[config.mk]
export PLATFORM = sky130hd
export DESIGN_NAME = fifo_csr
export DESIGN_NICKNAME = d
export VERILOG_FILES = /design/src/fifo_pkg.sv /design/src/fifo_csr.sv
export SDC_FILE = /design/constraint.sdc
export NUM_CORES = 1
export LEC_CHECK = 0
export BUFFER_PORTS_ARGS = -buffer_cell sky130_fd_sc_hd__clkbuf_2
export CAP_MARGIN = 25
export CORE_ASPECT_RATIO = 0.9
export CORE_UTILIZATION = 40
export CTS_CLUSTER_SIZE = 12
export DETAILED_ROUTE_END_ITERATION = 8
export GPL_TIMING_DRIVEN = 1
export PLACE_DENSITY = 0.72
export SLEW_MARGIN = 30
export SYNTH_ARGS = -nofsm -noshare
export SYNTH_HDL_FRONTEND = slang
export SYNTH_SLANG_ARGS = --single-unit
[constraint.sdc]
create_clock -name clk -period 1.7 [get_ports clk]
set_clock_uncertainty 0.05 [all_clocks]
set_input_delay 0.085 -clock clk [delete_from_list [all_inputs] [get_ports clk]]
set_output_delay 0.085 -clock clk [all_outputs]
set_load 0.1 [all_outputs]
[src/fifo_pkg.sv]
// Shared word, level and register map definitions for the stream FIFO.
package fifo_pkg;

    localparam int word_width = 32;                 // Payload bits per FIFO entry.
    localparam int addr_width = 8;                  // Storage address bits.
    localparam int depth = 1 << addr_width;         // Number of storage entries.
    localparam int level_width = addr_width + 1;    // Wide enough to count a full FIFO.

    typedef logic [word_width-1:0] word_t;
    typedef logic [addr_width-1:0] addr_t;
    typedef logic [level_width-1:0] level_t;

    // Register bus data, unused upper bits read back as zero.
    typedef logic [31:0] csr_data_t;

    typedef enum logic [1:0] {
        CSR_CTRL   = 2'd0,  // Bit 0 requests a flush.
        CSR_THRESH = 2'd1,  // Almost-full threshold.
        CSR_LEVEL  = 2'd2,  // Current fill level, read only.
        CSR_PEAK   = 2'd3   // High-water mark, a write reloads it.
    } csr_addr_e;

    localparam int thresh_width = level_width;      // Threshold covers the whole level range.
    localparam level_t thresh_reset = level_t'(192);
    localparam int flush_bit = 0;                   // Position of the flush command in CSR_CTRL.

endpackage

[src/fifo_csr.sv]
// Register block holding the almost-full threshold, flush command and high-water mark.
`timescale 1ns/1ps

module fifo_csr (
    input  logic                   clk,
    input  logic                   rst_n,
    input  logic                   csr_valid,
    output logic                   csr_ready,
    input  logic                   csr_write,
    input  fifo_pkg::csr_addr_e    csr_addr,
    input  fifo_pkg::csr_data_t    csr_wdata,
    output logic                   csr_rvalid,
    output fifo_pkg::csr_data_t    csr_rdata,
    input  fifo_pkg::level_t       level,
    output logic                   flush,
    output logic                   almost_full
);

    fifo_pkg::level_t thresh_q;
    fifo_pkg::level_t peak_q;
    logic             write_req;
    logic             read_req;

    assign csr_ready = 1'b1;    // Every request is taken at once.
    assign write_req = csr_valid && csr_ready && csr_write;
    assign read_req = csr_valid && csr_ready && !csr_write;

    always_ff @(posedge clk) begin
        if (!rst_n) begin
            thresh_q <= fifo_pkg::thresh_reset;
            peak_q <= '0;
            flush <= 1'b0;
            almost_full <= 1'b0;
            csr_rvalid <= 1'b0;
        end else begin
            flush <= write_req && (csr_addr == fifo_pkg::CSR_CTRL)
                     && csr_wdata[fifo_pkg::flush_bit];
            if (write_req && csr_addr == fifo_pkg::CSR_THRESH) begin
                thresh_q <= csr_wdata[fifo_pkg::thresh_width-1:0];
            end
            if (write_req && csr_addr == fifo_pkg::CSR_PEAK) begin
                peak_q <= level;    // Restart tracking from the present level.
            end else if (level > peak_q) begin
                peak_q <= level;
            end
            almost_full <= level >= thresh_q;
            csr_rvalid <= read_req;
        end
    end

    // Read data is captured from the addressed register.
    always_ff @(posedge clk) begin
        if (read_req) begin
            unique case (csr_addr)
                fifo_pkg::CSR_CTRL:   csr_rdata <= '0;
                fifo_pkg::CSR_THRESH: csr_rdata <= fifo_pkg::csr_data_t'(thresh_q);
                fifo_pkg::CSR_LEVEL:  csr_rdata <= fifo_pkg::csr_data_t'(level);
                fifo_pkg::CSR_PEAK:   csr_rdata <= fifo_pkg::csr_data_t'(peak_q);
                default:              csr_rdata <= '0;
            endcase
        end
    end

    assert property (@(posedge clk) disable iff (!rst_n) flush |=> !flush);

endmodule

==> flow_metrics.py <==
metrics = {
    "worst_setup_path": {
        "cpPeakStageDelay_ps": 330,
        "crit_path_max_fanout": 6,
        "path_buf_inv": 2,
        "crit_type": "reg2reg",
        "critPathTopFamily": "simple AND/OR/NAND/NOR gates",
        "crit_chain": "inv_1, ha_4, nand4_1, nor3_2, nor4b_2, a32oi_1, buf_4, mux2i_1",
        "worstPathRequired_ps": 1860,
        "cp.arrival_ps": 2070,
        "crit_path_end_kind": "register",
        "cp-start-kind": "register",
        "slowest_stage": "dfxtp_2",
    },
    "clock_network": {
        "cts-root-buf": "clkbuf_8",
        "cts_max_level": 2,
        "cts_buffers": 5,
        "tritoncts": "done",
        "clk_path_buf_depth": 2,
        "clock_latency_ps": 290,
        "clock_sinks": 30,
        "path_clk_slew_ps": 70,
    },
    "die": {
        "rows": 23,
        "die_w_um": 74.5,
        "core_mm2": 0.00449,
        "io_pins": 83,
        "dieArea_mm2": 0.00502,
        "initial_core_util_pct": 42.2,
        "die_y_um": 67.3,
    },
    "logic_synthesis": {
        "synth_edf_count": 9,
        "synth_area_mm2": 0.00189,
        "synthCells": 205,
        "synth_common_cells": "38 x nand2_1, 24 x buf_4, 21 x dfxtp_1",
        "ys_ff_latch": 30,
        "syn_avg_cell_area_um2": 9.24,
        "yosys.area.top_type": "dfxtp_1",
        "synth-seq-area-share_pct": 36.5,
        "synthMostInstantiatedCell": "nand2_1",
        "synth_top_area_share_pct": 22.2,
        "ys_async_sr_fraction_pct": 0,
        "synth_ff_type": "dfxtp_1",
        "synth.distinct_cells": 33,
        "netlist_top_cells_area": "dfxtp_1 22%, edfxtp_1 14%, ha_1 12%, buf_4 9.5%, nand2_1 7.5%",
        "ys_warn_count": 0,
    },
    "power": {
        "ir_drop_uv": 553,
        "switching_share_pct": 38.9,
        "clkPwrFrac_pct": 25.6,
        "switchingPower_w": 0.000842,
        "power_density_mw_per_mm2": 896,
        "p_comb_share_pct": 36.6,
        "p_seq_share_pct": 37.8,
        "p_leak_nw": 1.10,
        "p_int_w": 0.00132,
    },
    "timing": {
        "slew_headroom_pct": 63.2,
        "max_freq_mhz": 522,
        "post-route-period-util_pct": 113,
        "slew_viol_final": 0,
        "period_minus_slack_ps": 1910,
        "tightest_slew_ps": 552,
        "holdWs_ps": 1.58,
        "timing.final.ws_setup_ps": -215,
        "finalSetupViolations": 9,
        "rsz0062_at_grt": "true",
        "hold_violations": 0,
    },
    "status": {
        "violations": "negative setup slack",
        "status": "finished, violations left",
    },
    "flow_run": {
        "max-cap-violations": 0,
    },
    "finish": {
        "regArea_um2": 701,
        "area_growth_syn_to_layout_pct": 27.5,
        "n_fill_cell": 434,
        "drive_gt1_share_pct": 34.3,
        "multiInputGateArea_mm2": 0.00109,
        "final_util_pct": 53.8,
        "nets": 329,
        "antennaDiodeCount": 0,
    },
    "placement": {
        "port_buffers": 35,
        "pre_cts_ws_ps": -138,
        "gp_congestion": 0.758,
        "dp_hpwl_um": 2840,
    },
    "global_route": {
        "grt_usage_pct": 16.1,
        "grt_max_degree": 31,
        "grt_overflow": 0,
        "antenna_found_initial": 0,
        "grt_pass1_wl_um": 5950,
        "grt_pass1_vias": 1360,
    },
    "drt": {
        "drtPass1Iterations": 4,
        "dr_total_vias": 1497,
        "drtIter0Drc": 23,
        "routed_wl_um": 3990,
        "ant_nets": 0,
        "vias_per_cell": 4.58,
        "wl_per_cell_um": 12.2,
        "drc": 0,
    },
    "worst_hold_path": {
        "worstHoldPathType": "in2reg",
    },
}
[worst register-to-register path, cell delays in order, from the launching register on]
cell     delay (ps)
dfxtp_2         330
inv_1            70
ha_4            270
nand4_1         140
nor3_2          250
nor4b_2          80
a32oi_1         210
buf_4           220
mux2i_1         220
[layout make-up]
| class | instances | share of cell area (%) |
|---|---|---|
| multi-input cells | 147 | 45.1 |
| flip-flops and latches | 30 | 29.0 |
| repair buffers | 62 | 16.5 |
| well taps | 62 | 3.21 |
| clock buffers | 6 | 3.01 |
| inverters | 18 | 2.80 |
| clock inverters | 2 | 0.363 |
[cells in the final DEF, fill, tap and decap left out, types with 9 or more instances in the layout]
cell	instances
dfxtp_1	13
mux2i_1	9
clkbuf_2	35
buf_4	19
conb_1	24
edfxtp_1	9
inv_1	14
a22o_1	9
nand2_1	38
ha_1	11
[cells by family after synthesis]
kind of cell | Yosys count | share of synthesized area (%)
buffers and inverters | 50 | 15.3
flip-flops | 30 | 36.5
adder cells (fa/ha/maj) | 18 | 11.9
AND/OR/NAND/NOR | 54 | 13.0
other | 2 | 0.396
multiplexers | 17 | 9.51
AO/OA/AOI/OAI | 34 | 13.5
[path summary, 6_finish.rpt]
path / startpoint / endpoint / slack (ps) / depth (start not counted)
min: csr_wdata[3] / thresh_q[3]$_SDFFE_PN0P_ / 2 / 3
max: peak_q[2]$_SDFFE_PN0P_ / peak_q[7]$_SDFFE_PN0P_ / -210 / 8
min reg2reg: thresh_q[8]$_SDFFE_PN0P_ / thresh_q[8]$_SDFFE_PN0P_ / 430 / 2
max reg2reg: peak_q[2]$_SDFFE_PN0P_ / peak_q[7]$_SDFFE_PN0P_ / -210 / 8
[through the flow]
step	area, um^2	power [W]	setup TNS, ps	cells
5_1_grt	2410	0.00226	-2180	327
3_3_place_gp	2140	0.00153	-469	309
3_5_place_dp	2140	0.00155	-972	309
6_report	2410	0.00216	-1450	327
4_1_cts	2340	0.00213	-800	325
2_1_floorplan	1980	0.00144	0	227
[registers in the layout (all words and copies together) (netlist names)]
name	cells
csr_rdata	9
peak_q	9
thresh_q	9
almost_full	1
csr_rvalid	1
flush	1
[metal layers]
layer | GRT usage, % | up-vias | share of wire (%)
met5 | 0 | - | 0
met4 | 3.54 | 0 | 0.83
met3 | 5.97 | 7 | 4.8
met2 | 27.4 | 35 | 49
met1 | 19.5 | 679 | 45
li1 | - | 776 | -
[power by group through the flow]
stage                     sequential (W)  combinational [W]  clock [W]
after floorplan                 0.000927           0.000512          0
after global placement          0.000824           0.000710          0
after detailed placement        0.000827           0.000719          0
after CTS                       0.000815           0.000751   0.000562
after global routing            0.000823           0.000845   0.000589
final                           0.000818           0.000791   0.000555
[repair_timing]
action	in CTS	in global routing
pin swaps	1	6
setup endpoints to repair	9	10
resized for setup	9	11
hold endpoints to repair	8	0
hold buffers	8	0
buffers inserted	0	2
Note: power is estimated with default switching activity, not from simulation.
